[src/hw/fcpu_mem_pkg.sv]
package fcpu_mem_pkg;

   localparam int data_w = 32; // data and address
   localparam int tag_w  = 4;  // rob id and cdb tag

   typedef enum logic [2:0] {
      op_load       = 3'd0,
      op_load_byte  = 3'd1,
      op_store      = 3'd2,
      op_store_byte = 3'd3,
      op_output     = 3'd4
   } opcode_t;

   // opcodes that go through the store buffer and return nothing
   function automatic logic is_store(opcode_t op);
      logic res;
      case (op)
         op_store, op_store_byte, op_output: res = 1'b1;
         default:                            res = 1'b0;
      endcase
      return res;
   endfunction

endpackage

[src/hw/mem_unit_if.sv]
interface addr_if;
   logic                            valid;
   logic                            ready;
   logic [fcpu_mem_pkg::tag_w-1:0]  rob_id;
   fcpu_mem_pkg::opcode_t           opcode;
   logic [fcpu_mem_pkg::data_w-1:0] address;
   logic [fcpu_mem_pkg::data_w-1:0] store_data_unused; // zero word, feeds bypass o_mem_data

   modport src (
      output valid, rob_id, opcode, address, store_data_unused,
      input  ready
   );
   modport dst (
      input  valid, rob_id, opcode, address, store_data_unused,
      output ready
   );
   modport mon (
      input valid, ready, rob_id, opcode, address
   );
endinterface

interface sb_head_if;
   logic                            head_valid;  // committed, address and data known
   logic [fcpu_mem_pkg::tag_w-1:0]  head_rob_id;
   fcpu_mem_pkg::opcode_t           head_opcode;
   logic [fcpu_mem_pkg::data_w-1:0] head_address;
   logic [fcpu_mem_pkg::data_w-1:0] head_data;
   logic                            pop;

   logic [fcpu_mem_pkg::data_w-1:0] query_address;
   logic                            match_hit;   // youngest matching store
   logic                            match_ready;
   logic [fcpu_mem_pkg::data_w-1:0] match_data;

   modport src (
      output head_valid, head_rob_id, head_opcode, head_address, head_data,
      output match_hit, match_ready, match_data,
      input  pop, query_address
   );
   modport dst (
      input  head_valid, head_rob_id, head_opcode, head_address, head_data,
      input  match_hit, match_ready, match_data,
      output pop, query_address
   );
endinterface

[src/hw/mem_issue.sv]
module mem_issue (
   addr_if.dst                             addr,
   sb_head_if.dst                          head,
   output logic                            o_mem_valid,
   output fcpu_mem_pkg::opcode_t           o_mem_opcode,
   output logic [fcpu_mem_pkg::tag_w-1:0]  o_mem_rob_id,
   output logic [fcpu_mem_pkg::data_w-1:0] o_mem_address,
   output logic [fcpu_mem_pkg::data_w-1:0] o_mem_data,
   input  logic                            i_mem_ready,
   output logic                            o_cdb_valid,
   output logic [fcpu_mem_pkg::tag_w-1:0]  o_cdb_tag,
   output logic [fcpu_mem_pkg::data_w-1:0] o_cdb_data,
   input  logic                            i_cdb_ready
);
   logic addr_store;
   logic addr_load;
   logic forward;
   logic bypass;

   assign addr_store = addr.valid && fcpu_mem_pkg::is_store(addr.opcode);
   assign addr_load  = addr.valid && !fcpu_mem_pkg::is_store(addr.opcode);

   assign head.query_address = addr.address;

   assign forward = addr_load && head.match_hit && head.match_ready;
   assign bypass  = addr_load && !head.match_hit && !head.head_valid; // head store goes first

   // memory port, committed store before bypass load
   assign o_mem_valid   = head.head_valid || bypass;
   assign o_mem_opcode  = head.head_valid ? head.head_opcode : addr.opcode;
   assign o_mem_rob_id  = head.head_valid ? head.head_rob_id : addr.rob_id;
   assign o_mem_address = head.head_valid ? head.head_address : addr.address;
   assign o_mem_data    = head.head_valid ? head.head_data : addr.store_data_unused;
   assign head.pop      = head.head_valid && i_mem_ready;

   assign o_cdb_valid = forward;
   assign o_cdb_tag   = addr.rob_id;
   assign o_cdb_data  = head.match_data;

   // stores only drop their address into the buffer
   assign addr.ready = addr_store || (forward && i_cdb_ready) || (bypass && i_mem_ready);

endmodule

[src/flat_wrapper.sv]
// flat-port wrapper written by rule: the top's interface ports become plain ports
module mem_issue_flat 
  (o_mem_valid, o_mem_opcode, o_mem_rob_id, o_mem_address, o_mem_data, i_mem_ready, o_cdb_valid, o_cdb_tag, o_cdb_data, i_cdb_ready, addr_valid, addr_rob_id, addr_opcode, addr_address, addr_store_data_unused, addr_ready, head_head_valid, head_head_rob_id, head_head_opcode, head_head_address, head_head_data, head_match_hit, head_match_ready, head_match_data, head_pop, head_query_address);
  addr_if addr_i ();
  sb_head_if head_i ();
  output logic o_mem_valid;
  output fcpu_mem_pkg::opcode_t o_mem_opcode;
  output logic [fcpu_mem_pkg::tag_w-1:0] o_mem_rob_id;
  output logic [fcpu_mem_pkg::data_w-1:0] o_mem_address;
  output logic [fcpu_mem_pkg::data_w-1:0] o_mem_data;
  input  logic i_mem_ready;
  output logic o_cdb_valid;
  output logic [fcpu_mem_pkg::tag_w-1:0] o_cdb_tag;
  output logic [fcpu_mem_pkg::data_w-1:0] o_cdb_data;
  input  logic i_cdb_ready;
  input wire logic [$bits(addr_i.valid)-1:0] addr_valid;
  input wire logic [$bits(addr_i.rob_id)-1:0] addr_rob_id;
  input wire logic [$bits(addr_i.opcode)-1:0] addr_opcode;
  input wire logic [$bits(addr_i.address)-1:0] addr_address;
  input wire logic [$bits(addr_i.store_data_unused)-1:0] addr_store_data_unused;
  output wire logic [$bits(addr_i.ready)-1:0] addr_ready;
  input wire logic [$bits(head_i.head_valid)-1:0] head_head_valid;
  input wire logic [$bits(head_i.head_rob_id)-1:0] head_head_rob_id;
  input wire logic [$bits(head_i.head_opcode)-1:0] head_head_opcode;
  input wire logic [$bits(head_i.head_address)-1:0] head_head_address;
  input wire logic [$bits(head_i.head_data)-1:0] head_head_data;
  input wire logic [$bits(head_i.match_hit)-1:0] head_match_hit;
  input wire logic [$bits(head_i.match_ready)-1:0] head_match_ready;
  input wire logic [$bits(head_i.match_data)-1:0] head_match_data;
  output wire logic [$bits(head_i.pop)-1:0] head_pop;
  output wire logic [$bits(head_i.query_address)-1:0] head_query_address;
  assign addr_i.valid = addr_valid;
  assign addr_i.rob_id = addr_rob_id;
  assign addr_i.opcode = addr_opcode;
  assign addr_i.address = addr_address;
  assign addr_i.store_data_unused = addr_store_data_unused;
  assign addr_ready = addr_i.ready;
  assign head_i.head_valid = head_head_valid;
  assign head_i.head_rob_id = head_head_rob_id;
  assign head_i.head_opcode = head_head_opcode;
  assign head_i.head_address = head_head_address;
  assign head_i.head_data = head_head_data;
  assign head_i.match_hit = head_match_hit;
  assign head_i.match_ready = head_match_ready;
  assign head_i.match_data = head_match_data;
  assign head_pop = head_i.pop;
  assign head_query_address = head_i.query_address;
  mem_issue u_core (.addr(addr_i), .head(head_i), .o_mem_valid(o_mem_valid), .o_mem_opcode(o_mem_opcode), .o_mem_rob_id(o_mem_rob_id), .o_mem_address(o_mem_address), .o_mem_data(o_mem_data), .i_mem_ready(i_mem_ready), .o_cdb_valid(o_cdb_valid), .o_cdb_tag(o_cdb_tag), .o_cdb_data(o_cdb_data), .i_cdb_ready(i_cdb_ready));
endmodule
[config.mk]
export PLATFORM = sky130hd
export DESIGN_NAME = mem_issue_flat
export DESIGN_NICKNAME = d
export VERILOG_FILES = /design/src/hw/fcpu_mem_pkg.sv /design/src/hw/mem_unit_if.sv /design/src/hw/mem_issue.sv /design/src/flat_wrapper.sv
export SDC_FILE = /design/constraint.sdc
export NUM_CORES = 1
export LEC_CHECK = 0
export ABC_CLOCK_PERIOD_IN_PS = 1450
export BUFFER_PORTS_ARGS = -buffer_cell sky130_fd_sc_hd__buf_4
export CAP_MARGIN = 15
export CORE_AREA = 2 2 126 128
export DETAILED_ROUTE_END_ITERATION = 10
export DIE_AREA = 0 0 128 130
export PLACE_DENSITY_LB_ADDON = 0.08
export SYNTH_ARGS = -nofsm -noshare
export SYNTH_HDL_FRONTEND = slang
export SYNTH_SLANG_ARGS = --single-unit
[constraint.sdc]
create_clock -name vclk -period 1.45
set_input_delay 0.3625 -clock vclk [all_inputs]
set_output_delay 0.3625 -clock vclk [all_outputs]
set_load 0.01 [all_outputs]
* Word level (Yosys, flattened, before mapping)
Cells that the tools add are included.
** Storage, ports and cells
- Register bits after elaboration :: 0
- Output and inout port bits :: 143
- Logic and storage cells :: 24
** Cells by class
- Equal/unequal tests :: 3
- Muxes and demuxes :: 5
- Reductions and logical operators :: 16
** Operator list (count)
- $mux W32 :: 2
- $logic_and A1 B1 Y1 :: 9
- $eq A3 B2 Y1 const B :: 2
- $mux W4 :: 1
- $eq A3 B3 Y1 const B :: 1
- $logic_not A1 Y1 :: 3
- $logic_or A1 B1 Y1 :: 3
- $mux W3 :: 1
- $reduce_or A3 Y1 :: 1
- $mux W1 :: 1

* Longest topological paths before layout
- Depth in word-level cells :: 10
- Gate-level depth with buffers :: 4
- Depth with buffers taken out :: 3

* Worst setup path after synthesis
No wires, ideal clock.
- Path type :: in2out
- Start :: input head_head_valid
- End :: output o_mem_address[0] in the netlist's numbering
- Arrival :: 0.975 ns
- Required time :: 1.087 ns
- Setup slack :: 0.112 ns
- Stages on the path :: 3
- Path buffers :: 2
- Cells stage by stage :: buf_6 > buf_6 > mux2_4
** Between the ends
- Word-level cells in the longest chain between the ends :: 1
** RTL lines
- start: declaration :: line flat_wrapper.sv:22 : input wire logic [$bits(head_i.head_valid)-1:0] head_head_valid;
- $mux W32 :: line mem_issue.sv:32 : assign o_mem_address = head.head_valid ? head.head_address : addr.address;
- end: declaration :: line flat_wrapper.sv:9 : output logic [fcpu_mem_pkg::data_w-1:0] o_mem_address;
Every way passes these cells.

* Worst setup path after layout
- Start :: input head_head_valid
- End :: output o_mem_data[27] in the netlist's numbering
** Between the ends
- Word-level cells in the longest chain between the ends :: 1
** RTL lines
- $mux W32 :: line mem_issue.sv:33 : assign o_mem_data = head.head_valid ? head.head_data : addr.store_data_unused;
- end: declaration :: line flat_wrapper.sv:10 : output logic [fcpu_mem_pkg::data_w-1:0] o_mem_data;
Every way passes these cells.

==> metrics.txt <==
Final Util 0.250; number of instances in the placed design 542; core region area 0.0154 sq mm; die width 128 um; Post-DRT Antenna Nets 0; Synth Cell Area 0.00167 sq mm; total grt overflow 0; Remaining DRCs 0; crit share post-route 0.996; cells along the critical path buf_16, buf_12, mux2_4, buf_6; first-pass GRT wire length 9.92 mm; Buf/Inv on CP 3; IO Count 323; RSZ-0062 raised after global routing yes; Layout Cells excl Fill 546; ranking of synthesized cells by area mux2_4, buf_4, mux2_2; highest clock rate 692 MHz; Comb power frac 1.000; crit path capture type output port; first-pass iteration count of the detailed router 2; Initial Util 0.108; vias in the first global route 1822; initial antenna violation count 0; largest net degree at the start of global routing 9; gr usage total 0.0753; # rows 46; WHS Path Cells 0; Peak VDD IR 0.000110 V; Die Height 130 um; syn avg cell area 10.7 sq um; CP required 1.09 ns; max incr delay on CP 0.31 ns; Net Count, Synth 336; Crit Path Class input pin to output port; outcome completed; Net Sw Frac 0.321; Hold WS 0.725 ns; ant diodes 0; final max-slew violation count 0; Die ar. 0.0166 sq mm; FFs & Latches 0; DRT iter0 DRCs 14; Syn Inst Count 156; Vias 1881; layout cell share with drive strength beyond 1 0.989; clock network power share 0; Vias/cell 3.45; count of final setup violators 0; Post-CTS Setup Bufs 0; internal power 0.897 mW; clkbuf count 0; count of final hold-check violations 0; maxcap violations 0; IO buf count 259; Register Area 0 sq um; Tot Pwr 1.32 mW; area delta synth->final 131%; Slew @ Worst Pin 0.171 ns; Yosys top cell area share 0.521; power density over the cells 342 mW/mm^2; CP top delay family buffers and inverters; sw power 0.423 mW; crit-path max FO 7; fin nets 536; min Tclk post-route 1.44 ns; worst min-delay path category input pin to output port; WP data arrival 1.08 ns; slowest CP cell mux2_4; Setup crit start kind input pin; part of the power in registers 0; number of cells on the critical path 4; Placed Area 0.00338 sq mm; Routed WL per cell 14.0 um; Distinct cells, synth 13; leak pwr 2.07 nW; DP HPWL 6.41 mm; RePlAce Congestion 0.722; Post-Layout Inst Area 0.00386 sq mm; Ys Warns 0; Post-Route WL 7.63 mm; Max transition margin 0.883; Seq/Total Area, Yosys 0; cell accounting for the most synthesized area mux2_4
area by class of cell:
class                      count  area (sq um)
tap                          192           240
inverter                       1          3.75
multi-input combinational     79          1150
fill                        1667         11600
timing repair buffer         274          2470
cell usage after synthesis:
master,number
mux2i_1,1
inv_1,1
buf_6,7
nor2_1,2
buf_4,68
and4_1,1
mux2_4,58
a21boi_0,1
a31o_2,1
mux2_2,13
buf_2,1
and2_1,1
a32oi_1,1
stage by stage:
step           setup slack, ns  TNS [ns]
6_report               0.00547         0
5_1_grt                -0.0224    -0.317
3_3_place_gp            -0.190    -10.11
4_1_cts                -0.0161    -0.134
3_5_place_dp            -0.196    -10.91
2_1_floorplan            0.112         0
kinds of logic after synthesis:
| kind of cell | share of synthesized area |
|---|---|
| AND/OR/NAND/NOR | 0.0135 |
| buffers and inverters | 0.358 |
| multiplexers | 0.614 |
| AO/OA/AOI/OAI | 0.0150 |
cell usage in the layout, fill, tap and decap left out, drive strengths merged:
cell type  count
nor2           2
mux2          71
a32oi          1
a31o           1
inv            1
and4           1
and2           1
buf          274
mux2i          1
a21boi         1
routing by layer:
layer / global-route usage / vias up / part of all wire
li1: - / 878 / -
met1: 0.0721 / 850 / 0.30
met2: 0.169 / 153 / 0.59
met3: 0.0160 / 0 / 0.11
met4: 0.000646 / 0 / 0
met5: 0 / - / 0
path summary, 6_finish.rpt:
check | start | to | slack (ns)
hold / removal | head_match_data[0] | o_cdb_data[0] | 0.73
setup / recovery | head_head_valid | o_mem_data[27] | 0.005
power by group through the flow:
stage                     registers (mW)  logic (mW)  clock network (mW)
after floorplan                        0       0.610                   0
after global placement                 0        1.15                   0
after detailed placement               0        1.14                   0
after CTS                              0        1.31                   0
after global routing                   0        1.40                   0
final                                  0        1.32                   0
what timing repair did:
item                                    4_1_cts  5_1_grt
gates cloned                                  4        0
endpoints found under the setup margin       74       47
pin swaps                                     1        6
endpoints found under the hold margin         0        0
hold buffers                                  0        0
gates resized for setup                      79       21
Note: power is estimated with default switching activity, not from simulation.
