===== src/hw/fcpu_mem_pkg.sv =====
package fcpu_mem_pkg;

   localparam int data_w = 32; // data and address
   localparam int tag_w  = 4;  // rob id and cdb tag

   typedef enum logic [2:0] {
      op_load       = 3'd0,
      op_load_byte  = 3'd1,
      op_store      = 3'd2,
      op_store_byte = 3'd3,
      op_output     = 3'd4
   } opcode_t;

   // opcodes that go through the store buffer and return nothing
   function automatic logic is_store(opcode_t op);
      logic res;
      case (op)
         op_store, op_store_byte, op_output: res = 1'b1;
         default:                            res = 1'b0;
      endcase
      return res;
   endfunction

endpackage


===== src/hw/mem_unit_if.sv =====
interface addr_if;
   logic                            valid;
   logic                            ready;
   logic [fcpu_mem_pkg::tag_w-1:0]  rob_id;
   fcpu_mem_pkg::opcode_t           opcode;
   logic [fcpu_mem_pkg::data_w-1:0] address;
   logic [fcpu_mem_pkg::data_w-1:0] store_data_unused; // zero word, feeds bypass o_mem_data

   modport src (
      output valid, rob_id, opcode, address, store_data_unused,
      input  ready
   );
   modport dst (
      input  valid, rob_id, opcode, address, store_data_unused,
      output ready
   );
   modport mon (
      input valid, ready, rob_id, opcode, address
   );
endinterface



===== src/hw/address_station.sv =====
module address_station #(
   parameter int station_depth = 4
) (
   input  logic                            clk,
   input  logic                            nrst,
   input  logic                            i_valid,
   input  logic [fcpu_mem_pkg::tag_w-1:0]  i_rob_id,
   input  fcpu_mem_pkg::opcode_t           i_opcode,
   input  logic [fcpu_mem_pkg::data_w-1:0] i_base,
   input  logic [fcpu_mem_pkg::tag_w-1:0]  i_base_tag,
   input  logic                            i_base_filled,
   input  logic [fcpu_mem_pkg::data_w-1:0] i_offset,
   input  logic [fcpu_mem_pkg::tag_w-1:0]  i_offset_tag,
   input  logic                            i_offset_filled,
   output logic                            o_ready,
   input  logic                            i_cdb_valid,
   input  logic [fcpu_mem_pkg::tag_w-1:0]  i_cdb_tag,
   input  logic [fcpu_mem_pkg::data_w-1:0] i_cdb_data,
   addr_if.src                             addr
);
   localparam int ptr_w = $clog2(station_depth);

   logic [ptr_w-1:0]                head;
   logic [ptr_w-1:0]                tail;
   logic [station_depth-1:0]        used;
   logic [station_depth-1:0]        base_ok;
   logic [station_depth-1:0]        offset_ok;
   logic [station_depth-1:0]        base_hit;
   logic [station_depth-1:0]        offset_hit;
   logic [fcpu_mem_pkg::tag_w-1:0]  rob_id_q [station_depth];
   fcpu_mem_pkg::opcode_t           opcode_q [station_depth];
   logic [fcpu_mem_pkg::data_w-1:0] base_q [station_depth];
   logic [fcpu_mem_pkg::data_w-1:0] offset_q [station_depth];
   logic [fcpu_mem_pkg::tag_w-1:0]  base_tag_q [station_depth];
   logic [fcpu_mem_pkg::tag_w-1:0]  offset_tag_q [station_depth];
   logic                            push;
   logic                            pop;
   logic                            in_base_hit;
   logic                            in_offset_hit;

   assign o_ready = !used[tail]; // tail slot busy means full
   assign push    = i_valid && o_ready;
   assign pop     = addr.valid && addr.ready;

   // operand broadcast in the same cycle as dispatch
   assign in_base_hit   = i_cdb_valid && !i_base_filled && i_cdb_tag == i_base_tag;
   assign in_offset_hit = i_cdb_valid && !i_offset_filled && i_cdb_tag == i_offset_tag;

   always_comb begin
      for (int i = 0; i < station_depth; i++) begin
         base_hit[i]   = used[i] && !base_ok[i] && i_cdb_valid && base_tag_q[i] == i_cdb_tag;
         offset_hit[i] = used[i] && !offset_ok[i] && i_cdb_valid &&
                         offset_tag_q[i] == i_cdb_tag;
      end
   end

   // only the head may issue, so order is kept
   assign addr.valid             = used[head] && base_ok[head] && offset_ok[head];
   assign addr.rob_id            = rob_id_q[head];
   assign addr.opcode            = opcode_q[head];
   assign addr.address           = base_q[head] + offset_q[head];
   assign addr.store_data_unused = '0;

   always_ff @(posedge clk) begin
      if (nrst) begin
         head      <= '0;
         tail      <= '0;
         used      <= '0;
         base_ok   <= '0;
         offset_ok <= '0;
      end else begin
         base_ok   <= base_ok | base_hit;
         offset_ok <= offset_ok | offset_hit;
         if (pop) begin
            used[head] <= 1'b0;
            head       <= (head == ptr_w'(station_depth - 1)) ? '0 : head + 1'b1;
         end
         if (push) begin
            used[tail]      <= 1'b1;
            base_ok[tail]   <= i_base_filled || in_base_hit;
            offset_ok[tail] <= i_offset_filled || in_offset_hit;
            tail            <= (tail == ptr_w'(station_depth - 1)) ? '0 : tail + 1'b1;
         end
      end
   end

   always_ff @(posedge clk) begin
      for (int i = 0; i < station_depth; i++) begin
         if (base_hit[i]) base_q[i] <= i_cdb_data;
         if (offset_hit[i]) offset_q[i] <= i_cdb_data;
      end
      if (push) begin
         rob_id_q[tail]     <= i_rob_id;
         opcode_q[tail]     <= i_opcode;
         base_q[tail]       <= in_base_hit ? i_cdb_data : i_base;
         offset_q[tail]     <= in_offset_hit ? i_cdb_data : i_offset;
         base_tag_q[tail]   <= i_base_tag;
         offset_tag_q[tail] <= i_offset_tag;
      end
   end

endmodule


===== src/flat_wrapper.sv =====
// flat-port wrapper written by rule: the top's interface ports become plain ports
module address_station_flat 
#(
   parameter int station_depth = 4
)
  (clk, nrst, i_valid, i_rob_id, i_opcode, i_base, i_base_tag, i_base_filled, i_offset, i_offset_tag, i_offset_filled, o_ready, i_cdb_valid, i_cdb_tag, i_cdb_data, addr_valid, addr_rob_id, addr_opcode, addr_address, addr_store_data_unused, addr_ready);
  addr_if addr_i ();
  input  logic clk;
  input  logic nrst;
  input  logic i_valid;
  input  logic [fcpu_mem_pkg::tag_w-1:0] i_rob_id;
  input  fcpu_mem_pkg::opcode_t i_opcode;
  input  logic [fcpu_mem_pkg::data_w-1:0] i_base;
  input  logic [fcpu_mem_pkg::tag_w-1:0] i_base_tag;
  input  logic i_base_filled;
  input  logic [fcpu_mem_pkg::data_w-1:0] i_offset;
  input  logic [fcpu_mem_pkg::tag_w-1:0] i_offset_tag;
  input  logic i_offset_filled;
  output logic o_ready;
  input  logic i_cdb_valid;
  input  logic [fcpu_mem_pkg::tag_w-1:0] i_cdb_tag;
  input  logic [fcpu_mem_pkg::data_w-1:0] i_cdb_data;
  output wire logic [$bits(addr_i.valid)-1:0] addr_valid;
  output wire logic [$bits(addr_i.rob_id)-1:0] addr_rob_id;
  output wire logic [$bits(addr_i.opcode)-1:0] addr_opcode;
  output wire logic [$bits(addr_i.address)-1:0] addr_address;
  output wire logic [$bits(addr_i.store_data_unused)-1:0] addr_store_data_unused;
  input wire logic [$bits(addr_i.ready)-1:0] addr_ready;
  assign addr_valid = addr_i.valid;
  assign addr_rob_id = addr_i.rob_id;
  assign addr_opcode = addr_i.opcode;
  assign addr_address = addr_i.address;
  assign addr_store_data_unused = addr_i.store_data_unused;
  assign addr_i.ready = addr_ready;
  address_station #(.station_depth(station_depth)) u_core (.clk(clk), .nrst(nrst), .i_valid(i_valid), .i_rob_id(i_rob_id), .i_opcode(i_opcode), .i_base(i_base), .i_base_tag(i_base_tag), .i_base_filled(i_base_filled), .i_offset(i_offset), .i_offset_tag(i_offset_tag), .i_offset_filled(i_offset_filled), .o_ready(o_ready), .i_cdb_valid(i_cdb_valid), .i_cdb_tag(i_cdb_tag), .i_cdb_data(i_cdb_data), .addr(addr_i));
endmodule

===== config.mk =====
export PLATFORM = sky130hd
export DESIGN_NAME = address_station_flat
export DESIGN_NICKNAME = d
export VERILOG_FILES = /design/src/hw/fcpu_mem_pkg.sv /design/src/hw/mem_unit_if.sv /design/src/hw/address_station.sv /design/src/flat_wrapper.sv
export SDC_FILE = /design/constraint.sdc
export NUM_CORES = 1
export LEC_CHECK = 0
export ABC_AREA = 1
export BUFFER_PORTS_ARGS = -buffer_cell sky130_fd_sc_hd__buf_2
export CAP_MARGIN = 20
export CORE_UTILIZATION = 50
export DETAILED_ROUTE_END_ITERATION = 8
export GPL_TIMING_DRIVEN = 0
export PLACE_DENSITY = 0.69
export SETUP_SLACK_MARGIN = 0.4
export SYNTH_ARGS = -nofsm -noshare
export SYNTH_HDL_FRONTEND = slang
export SYNTH_SLANG_ARGS = --single-unit

===== constraint.sdc =====
create_clock -name clk -period 6.75 [get_ports clk]
set_clock_uncertainty 0.1 [all_clocks]
set_input_delay 0.675 -clock clk [delete_from_list [all_inputs] [get_ports clk]]
set_output_delay 0.675 -clock clk [all_outputs]
set_load 0.1 [all_outputs]

### Word-level counts from Yosys, hierarchy flattened

Memory sizes are Yosys's and may differ from the RTL's. A register that Yosys moved wholly into a read port is not among the register bits.
Index checks and enable logic that the tools add are counted.
Widths: inputs -> output; s select.

* multiplexer cells: 49
* equality and inequality tests: 12
* bitwise logic cells: 5
* reduce and logical (&&, ||, !) cells: 47
* $lt $le $gt $ge: 4
* $add $sub $neg: 3

Operator list (count)
* $mux 32: 2
* $eq 4x4->1: 10
* $logic_and 1x1->1: 34
* $add 32x32->32: 1
* $mux 1: 24
* $mux 2: 10
* $mux 4: 5
* $or 4x4->4: 3
* $logic_not 1->1: 11
* $bmux 1 s2: 4
* $bwmux 4: 2
* $lt 2x3->1 const B: 2
* $add 2x1->2 const B: 2
* $and 4x4->4: 1
* $demux 1 s2: 2
* $eq 2x2->1 const B: 2
* $ge 2x1->1 const B: 2
* $not 4->4: 1
* $logic_or 1x1->1: 2

* output and inout port bits: 73
* input port bits: 122
* register bits after elaboration: 16
* memories: 6
* word-level logic and storage cells: 131
* bits in writable memories: 316

Memory list
* u_core.base_q: words 4, width 32, read ports 1, clocked after memory_dff 1, wr ports 5, RTL line address_station.sv:32 `logic [fcpu_mem_pkg::data_w-1:0] base_q [station_depth];`
* u_core.offset_q: words 4, width 32, read ports 1, clocked after memory_dff 1, wr ports 5, RTL line address_station.sv:33 `logic [fcpu_mem_pkg::data_w-1:0] offset_q [station_depth];`
* u_core.base_tag_q: words 4, width 4, read ports 4, clocked after memory_dff 0, wr ports 1, RTL line address_station.sv:34 `logic [fcpu_mem_pkg::tag_w-1:0] base_tag_q [station_depth];`
* u_core.offset_tag_q: words 4, width 4, read ports 4, clocked after memory_dff 0, wr ports 1, RTL line address_station.sv:35 `logic [fcpu_mem_pkg::tag_w-1:0] offset_tag_q [station_depth];`
* u_core.rob_id_q: words 4, width 4, read ports 1, clocked after memory_dff 1, wr ports 1, RTL line address_station.sv:30 `logic [fcpu_mem_pkg::tag_w-1:0] rob_id_q [station_depth];`
* u_core.opcode_q: words 4, width 3, read ports 1, clocked after memory_dff 1, wr ports 1, RTL line address_station.sv:31 `fcpu_mem_pkg::opcode_t opcode_q [station_depth];`

### Longest topological paths before layout

Gate-level depths: netlist of run 1.

* depth in word-level cells: 10
* depth in mapped cells: 18
* gate-level depth less buffers: 15

### Least setup slack after synthesis of run 1

Ideal clock, no wire load.

* kind: flip-flop to output port
* from: register (tool-made name)
* to: output port addr_address[12]
* slack: 2.364 ns
* buffers on the path: 3
* arrival: 3.611 ns
* stages on the path, launching flop included: 14
* required time: 5.975 ns
* cells stage by stage: dfxtp_1 buf_2 inv_1 buf_2 buf_1 nor2_1 o22ai_1 ha_1 fa_1 nand3_1 nand3_1 nand3_1 nand3_1 xor2_1

RTL lines
* to (decl): RTL line flat_wrapper.sv:26 `output wire logic [$bits(addr_i.address)-1:0] addr_address;`

==> results.md, run 1 <==
- Post-Synth Simple-Gate Area: 26.4%
- Compound-Gate Fraction of Synth Area: 11.5%
- # setup viols final: 0
- Area taken by multi-input logic gates: approximately 0.0087 sq mm
- Clock root buffer: clkbuf_16
- Synth Flop Type: edfxtp_1
- CP Max Fanout: 10
- Register area share after synthesis: 48.8%
- Vias in the first global route: between 15000 and 20000
- P per Cell Area: 343 mW/mm^2
- Fmax: 178 MHz
- Top cell type by total area after synthesis: edfxtp_1
- Arr. time, crit path: 4830 ps
- RSZ-0062 raised after global routing: no
- Synth top area cells: edfxtp_1, nand2_1, nand3_1, inv_1, o21ai_0
- Floorplan core area: 0.0397 sq mm
- Worst vdd ir: between 0.2 and 0.25 mV
- Critical path's most frequent cell: clkbuf_1
- Crit start category: register
- Post-synth EDFFs: ~320
- Largest family of logic cells by synthesized area: simple AND/OR/NAND/NOR gates
- Area Overhead vs Synth: 14.7%
- Max capacitance violation total: 0
- Syn_area_per_cell: approximately 8.9 sq um
- Slowest-stage cell, CP: clkbuf_1
- Tcrit/Tclk final: between 80% and 90%
- GPL Wtd Cong: between 0.9 and 1
- # nets final: 2673
- Synth Area in XOR/XNOR: 1.82%
- CP peak stage delay: roughly 500 ps
- Final WL: approximately 66 mm
- Crit path capture type: primary output
- Top Ports: 195
- Pwr Total: 7.93 mW
- Outcome: finished clean
- Share of cells above drive strength 1: 16.6%
- CTS tree: done
- H-tree levels: 2
- CTS Sinks: 334
- Leakage: between 10 and 15 nW
- Synth warn: 0
- Die ar.: 0.0412 sq mm
- Area share of the leading cell type in the synthesized netlist: about 47%
- Fin. Hold Viols: 0
- Vias: ~18000
- Num CTS Buffers: 36
- First-pass GRT wire length: 96.7 mm
- Most frequently used cell type in the post-synthesis netlist: nand2_1
- Crit path kind: reg -> out
- Fillers: 3462
- Post-CTS Repair Setup Buffers: 0
- Via/cell ratio: 5.80
- Register area: roughly 0.0098 sq mm
- Synth top cells by count: nand2_1, edfxtp_1, inv_1, nor2_1, nand3_1
- Worst-skew pair later-pin latency: 550 ps
- Crit-path cells: clkbuf_1, inv_1, clkbuf_1, clkbuf_1, o21ai_0, o22ai_1, ha_1, a21oi_1, nor2_1, nor2_1, nand2_1, a21oi_1, nand3_1, nand2_1, buf_2
- Grt ovf: 0
- ANT nets after route: 0
- Hold Crit Class: in -> reg
- Largest net degree at the start of global routing: 28
- Clock transition at the registers of the reported paths: 60 ps
- Setup TNS: 0 ps
- Initial antenna violation count: 3
- Library cells used by synthesis: 42
- Die Y: a little over 200 um
- Crit path required time: 5970 ps
- Worst-Margin Slew: 962 ps
- Resized Gates After CTS: 0
- Drt drc: 0
- Synth Area in Adders: between 2 and 3%
- Synth Register Bits: around 330
- Detailed Place HPWL: 45.4 mm
- Port Buf Inserts: between 150 and 200
- Mux share of post-synthesis cell area: 0%
- Final Hold Slack: 246 ps
- Die X: roughly 200 um
- Site Rows: 73
- Cell Area, Synth: 0.0202 sq mm
- Min Tclk post-route: 5610 ps
- Max-slew headroom: 35.9%
- Clock buffer depth: 3
- Initial Util: 50.8%
- Final count of pins violating max slew: 0
- Hold_buf cts: 0
- Initial drt markers: 2336
- Per-cell routed wire length: 21.4 um
- Overall Global Routing Usage: roughly 31%
- Async SR Flop Fraction: 0%
- Drt first pass iters: 6
- Synthesized instance count: 2276
## logic make-up after synthesis
logic type	after synthesis
other	1
flip-flops	334
AND/OR/NAND/NOR	1056
XOR/XNOR	42
buffers and inverters	380
AO/OA/AOI/OAI	423
adder cells (fa/ha/maj)	40
## power by group
group	internal (mW)	total [mW]	switching, mW
combinational	0.672	3.29	2.62
sequential	2.53	2.59	0.0551
clock	1.20	2.05	0.846
total	4.40	7.93	3.52
## per-stage QoR
stage / instance area (sq um) / cells / util (%) / setup WS, ps
finish: 23100 / 3066 / 58.2 / 1140
floorplan: 20300 / 2307 / - / 2360
CTS: 23100 / 3064 / 58.2 / 1320
global placement: 21700 / 2990 / 54.7 / 1920
detailed placement: 21900 / 2998 / 55.2 / 1920
global route: 23100 / 3066 / 58.2 / 874
## worst paths after layout
check	slack, ps	startpoint	endpoint	depth (start not counted)
max	1140	register	addr_address[28]	15
min	250	i_opcode[0]	u_core.opcode_q[0][0]	1
max reg2reg	3870	u_core.tail[0]	u_core.offset_q[3][8]	10
min reg2reg	410	u_core.base_ok[2]	u_core.base_ok[2]	2
## sequential cells by signal, summed over array words and instances, names as in the netlist, 4 cells and up, named ones only
register / flops
u_core.base_ok: 4
u_core.base_q: 128
u_core.base_tag_q: 16
u_core.offset_ok: 4
u_core.offset_q: 128
u_core.offset_tag_q: 16
u_core.opcode_q: 12
u_core.rob_id_q: 16
u_core.used: 4
## routing by layer
| metal | vias up | part of all wire, % | wire length (um) | track usage, % |
|---|---|---|---|---|
| met5 | - | 0.012 | 8 | 0 |
| met2 | 1219 | 46 | 29900 | 50.4 |
| met3 | 252 | 11 | 7180 | 4.48 |
| met1 | 8197 | 39 | 25300 | 41.7 |
| li1 | 8128 | - | - | - |
| met4 | 2 | 4.8 | 3160 | 14.9 |
## worst max-delay path: cells and delay by family (launching register included)
family	cells	cell delay [ps]
DFF	1	300
and+or+nand+nor	5	470
adders and majority gates	1	410
buffers and inverters	5	2170
AOI/OAI and AO/OA	4	930
## placed cells by master, fill, tap and decap left out, drive strengths merged
cell,count
nand3,178
xor2,31
clkinvlp,1
o21ai,311
nor3b,1
nand3b,1
edfxtp,316
ha,39
fa,1
bufinv,5
nand4,46
nor3,6
xnor2,11
nor2,214
o22ai,71
conb,32
or2,5
a211oi,1
a21o,2
inv,240
diode,2
dfxtp,18
buf,241
nand2,605
a21oi,35
clkbuf,114
o21bai,3
clkinv,11
## final cells by class
type	instances	area share [%]
repair buffers	166	4.14
inverters	237	3.88
clock buffers	46	4.10
well taps	525	2.84
flip-flops and latches	334	42.6
clock inverters	20	1.10
diodes	2	0.0216
multi-input cells	1593	37.5
plain buffers	143	3.89
No activity file was read; power rests on OpenSTA's default activity.
==> inputs of run 2 (changes only) <==
--- a/config.mk
+++ b/config.mk
@@ -11,7 +11,7 @@
 export CORE_UTILIZATION = 50
 export DETAILED_ROUTE_END_ITERATION = 8
 export GPL_TIMING_DRIVEN = 0
-export PLACE_DENSITY = 0.69
+export PLACE_DENSITY = 0.72
 export SETUP_SLACK_MARGIN = 0.4
 export SYNTH_ARGS = -nofsm -noshare
 export SYNTH_HDL_FRONTEND = slang
==> constraint.sdc (replaced) <==
create_clock -name clk -period 4.6 [get_ports clk]
set_clock_uncertainty 0.1 [all_clocks]
set_input_delay 0.46 -clock clk [delete_from_list [all_inputs] [get_ports clk]]
set_output_delay 0.46 -clock clk [all_outputs]
set_load 0.1 [all_outputs]
==> run 2 against run 1 <==
  * Count of clock-buffer cells in the layout is 5 lower
  * Non-clock buffer count grew 7
  * Clock power rose by 42%
  * Die area unchanged
  * Critical path depth grew 3
  * Worst hold slack worse by 210 ps
  * Highest routed layer unchanged
  * Routed wire length is essentially flat
  * Sequential share of layout area is 0.95 points lower
  * Cell count is 0.13% higher
==> results.md, run 2 (synthesized netlist as in run 1, its figures left out) <==
- Outcome: finished clean
- Arr. time, crit path: 3560 ps (-1270 ps)
- Crit-path cells: buf_6, clkbuf_4, clkbuf_2, nor2_1, o22ai_1, ha_2, buf_4, nand3_1, nand3_1, nand2_1, nand2_1, nand2_1, nand2_2, nand2_1, nand2_1, nand2_1, nand2_1, buf_12
- Clock root buffer: clkbuf_16
- Clock power frac: 24.4% (-1.4 points)
- Top Ports: 195 (unchanged)
- Overall Global Routing Usage: 31.5% (+0.21 points)
- Hold Crit Class: in -> reg
- Fillers: 3467 (+0.14%)
- Crit path capture type: primary output
- CTS tree: done
- ANT nets after route: 0 (unchanged)
- Total internal power: 6.73 mW (+53%)
- Comb pwr share: 43.8% (+2.2 points)
- Final Instance Count excl. Fillers: 3070 (+0.13%)
- Final count of pins violating max slew: 0 (unchanged)
- Register area: 0.00985 sq mm (unchanged)
- Num CTS Buffers: 35 (-2.8%)
- Tcrit/Tclk final: around 90%
- Largest regs: u_core.base_q x128, u_core.offset_q x128
- Crit path kind: reg -> out
- H-tree levels: 2 (unchanged)
- RSZ-0062 raised after global routing: yes
- Final WL: 65.5 mm (about the same)
- CP Max Fanout: 10 (unchanged)
- Fin. Hold Viols: 0 (unchanged)
- Worst-Margin Slew: 920 ps (-42.1 ps)
- First-pass GRT wire length: 97.9 mm (+1.2%)
- Initial antenna violation count: 3 (unchanged)
- Worst vdd ir: 0.468 mV (+90%)
- Die ar.: 0.0412 sq mm (unchanged)
- Hold_buf cts: 0 (unchanged)
- Fmax: 243 MHz
- Placed cells: 2998 (unchanged)
- Most common cell after layout, fill and taps aside: nand2_1
- Net Sw Power: 5.22 mW (+48%)
- GPL Wtd Cong: 0.983 (+2.0%)
- Net Sw Frac: 43.7% (-0.80 points)
- # setup viols final: 0 (unchanged)
- Port Buf Inserts: 158 (unchanged)
- Clock transition at the registers of the reported paths: 60 ps (about the same)
- P per Cell Area: 505 mW/mm^2 (+47%)
- Die X: 203 um (unchanged)
- Die Y: 203 um (unchanged)
- Largest delay contributor family on the critical path: buffers and inverters
- Max-slew headroom: 38.7% (+2.8 points)
- Site Rows: 73 (unchanged)
- Drt first pass iters: 6 (unchanged)
- # nets final: 2679 (+0.22%)
- Via/cell ratio: 5.81 (about the same)
- Critical path's most frequent cell: nand2_1
- Setup TNS: 0 ps (unchanged)
- Max capacitance violation total: 0 (unchanged)
- Reg2reg setup slack: 1540 ps (-2330 ps)
- Clock buffer depth: 3 (unchanged)
- Slowest-stage cell, CP: dfxtp_1
- CP peak stage delay: 340 ps (-160 ps)
- Commonest cells after routing, fill and taps aside: nand2_1, edfxtp_1, inv_1
- CTS Sinks: 334 (unchanged)
- Initial Util: 50.8% (unchanged)
- Share of cells above drive strength 1: 19.9% (+3.3 points)
- Initial drt markers: 2210 (-5.4%)
- Grt ovf: 0 (unchanged)
- Crit path required time: 4040 ps (-1930 ps)
- Vias in the first global route: 17240 (+2.8%)
- Floorplan core area: 0.0397 sq mm (unchanged)
- Part of the power in registers: 31.8% (-0.8 points)
- Area Overhead vs Synth: 17.3%
- Leakage: 10.3 nW (+1.9%)
- Detailed Place HPWL: 45.1 mm (-0.77%)
- Largest net degree at the start of global routing: 28 (unchanged)
- Crit start category: register
- Area taken by multi-input logic gates: 0.00892 sq mm (+2.9%)
- Drt drc: 0 (unchanged)
- Vias: 17828 (+0.17%)
- Per-cell routed wire length: 21.3 um (-0.22%)
- Worst-skew pair later-pin latency: 540 ps (about the same)
- Min Tclk post-route: 4120 ps
- Worst Path Buf+Inv: 5 (unchanged)
run 2: cell types whose count changed in the layout (fill, tap and decap cells not counted), moves of 7 or more:
cell	change
o21ai_1	+10
buf_6	+7
clkbuf_1	-35
buf_4	+18
ha_2	+12
buf_2	-24
clkbuf_4	+14
o21ai_0	-11
ha_1	-18
clkbuf_2	+16
buf_12	+7
o22ai_2	+12
o22ai_1	-12
run 2: power by group through the flow:
stage	clock network [mW]	logic [mW]	registers (mW)
floorplan	0	3.62	3.84
global placement	0	4.67	3.87
detailed placement	0	4.75	3.86
CTS	2.90	4.91	3.79
global route	2.99	5.52	3.82
finish	2.92	5.24	3.80
run 2: cell type report:
| class | count | area share [%] |
|---|---|---|
| diodes | 4 | 0.0423 |
| plain buffers | 143 | 4.20 |
| clock buffers | 41 | 3.89 |
| clock inverters | 20 | 0.983 |
| inverters | 237 | 3.83 |
| multi-input cells | 1593 | 37.7 |
| flip-flops and latches | 334 | 41.6 |
| well taps | 525 | 2.78 |
| repair buffers | 173 | 4.97 |
run 2: metrics by stage:
stage	hold WS, ps	total power, mW	utilization (%)	cell area (sq um)	setup slack (ps)
global route	27.0	12.3	59.5	23700	332
detailed placement	394	8.61	55.2	21900	-19.6
floorplan	369	7.46	-	20300	429
global placement	393	8.54	54.7	21700	7.07
finish	35.5	11.9	59.6	23700	478
CTS	25.0	11.6	58.6	23300	400
run 2: path summary, 6_finish.rpt:
check | startpoint | endpoint | cells past startpoint
min | i_rob_id[1] | u_core.rob_id_q[0][1] | 1
max reg2reg | u_core.tail[0] | u_core.offset_q[3][16] | 10
max | register | addr_address[23] | 18
min reg2reg | u_core.base_ok[2] | u_core.base_ok[2] | 2
run 2: repair_timing:
item,in CTS,in global routing
endpoints found under the setup margin,31,27
hold endpoints to repair,0,0
pin swaps,0,9
gates resized for setup,85,106
buffers inserted,0,7
run 2: worst reg2reg max path: cells and delay by family (launching register included):
family	cells	cell delay [ps]
buffers and inverters	4	1250
and+or+nand+nor	6	1080
DFF	1	360
run 2: layer usage:
metal,GRT usage [%],part of all wire (%),vias up
li1,-,-,8146
met1,41.2,38,8305
met2,52.4,47,1142
met3,4.86,11,233
met4,12.8,4.1,2
met5,0,0.012,-
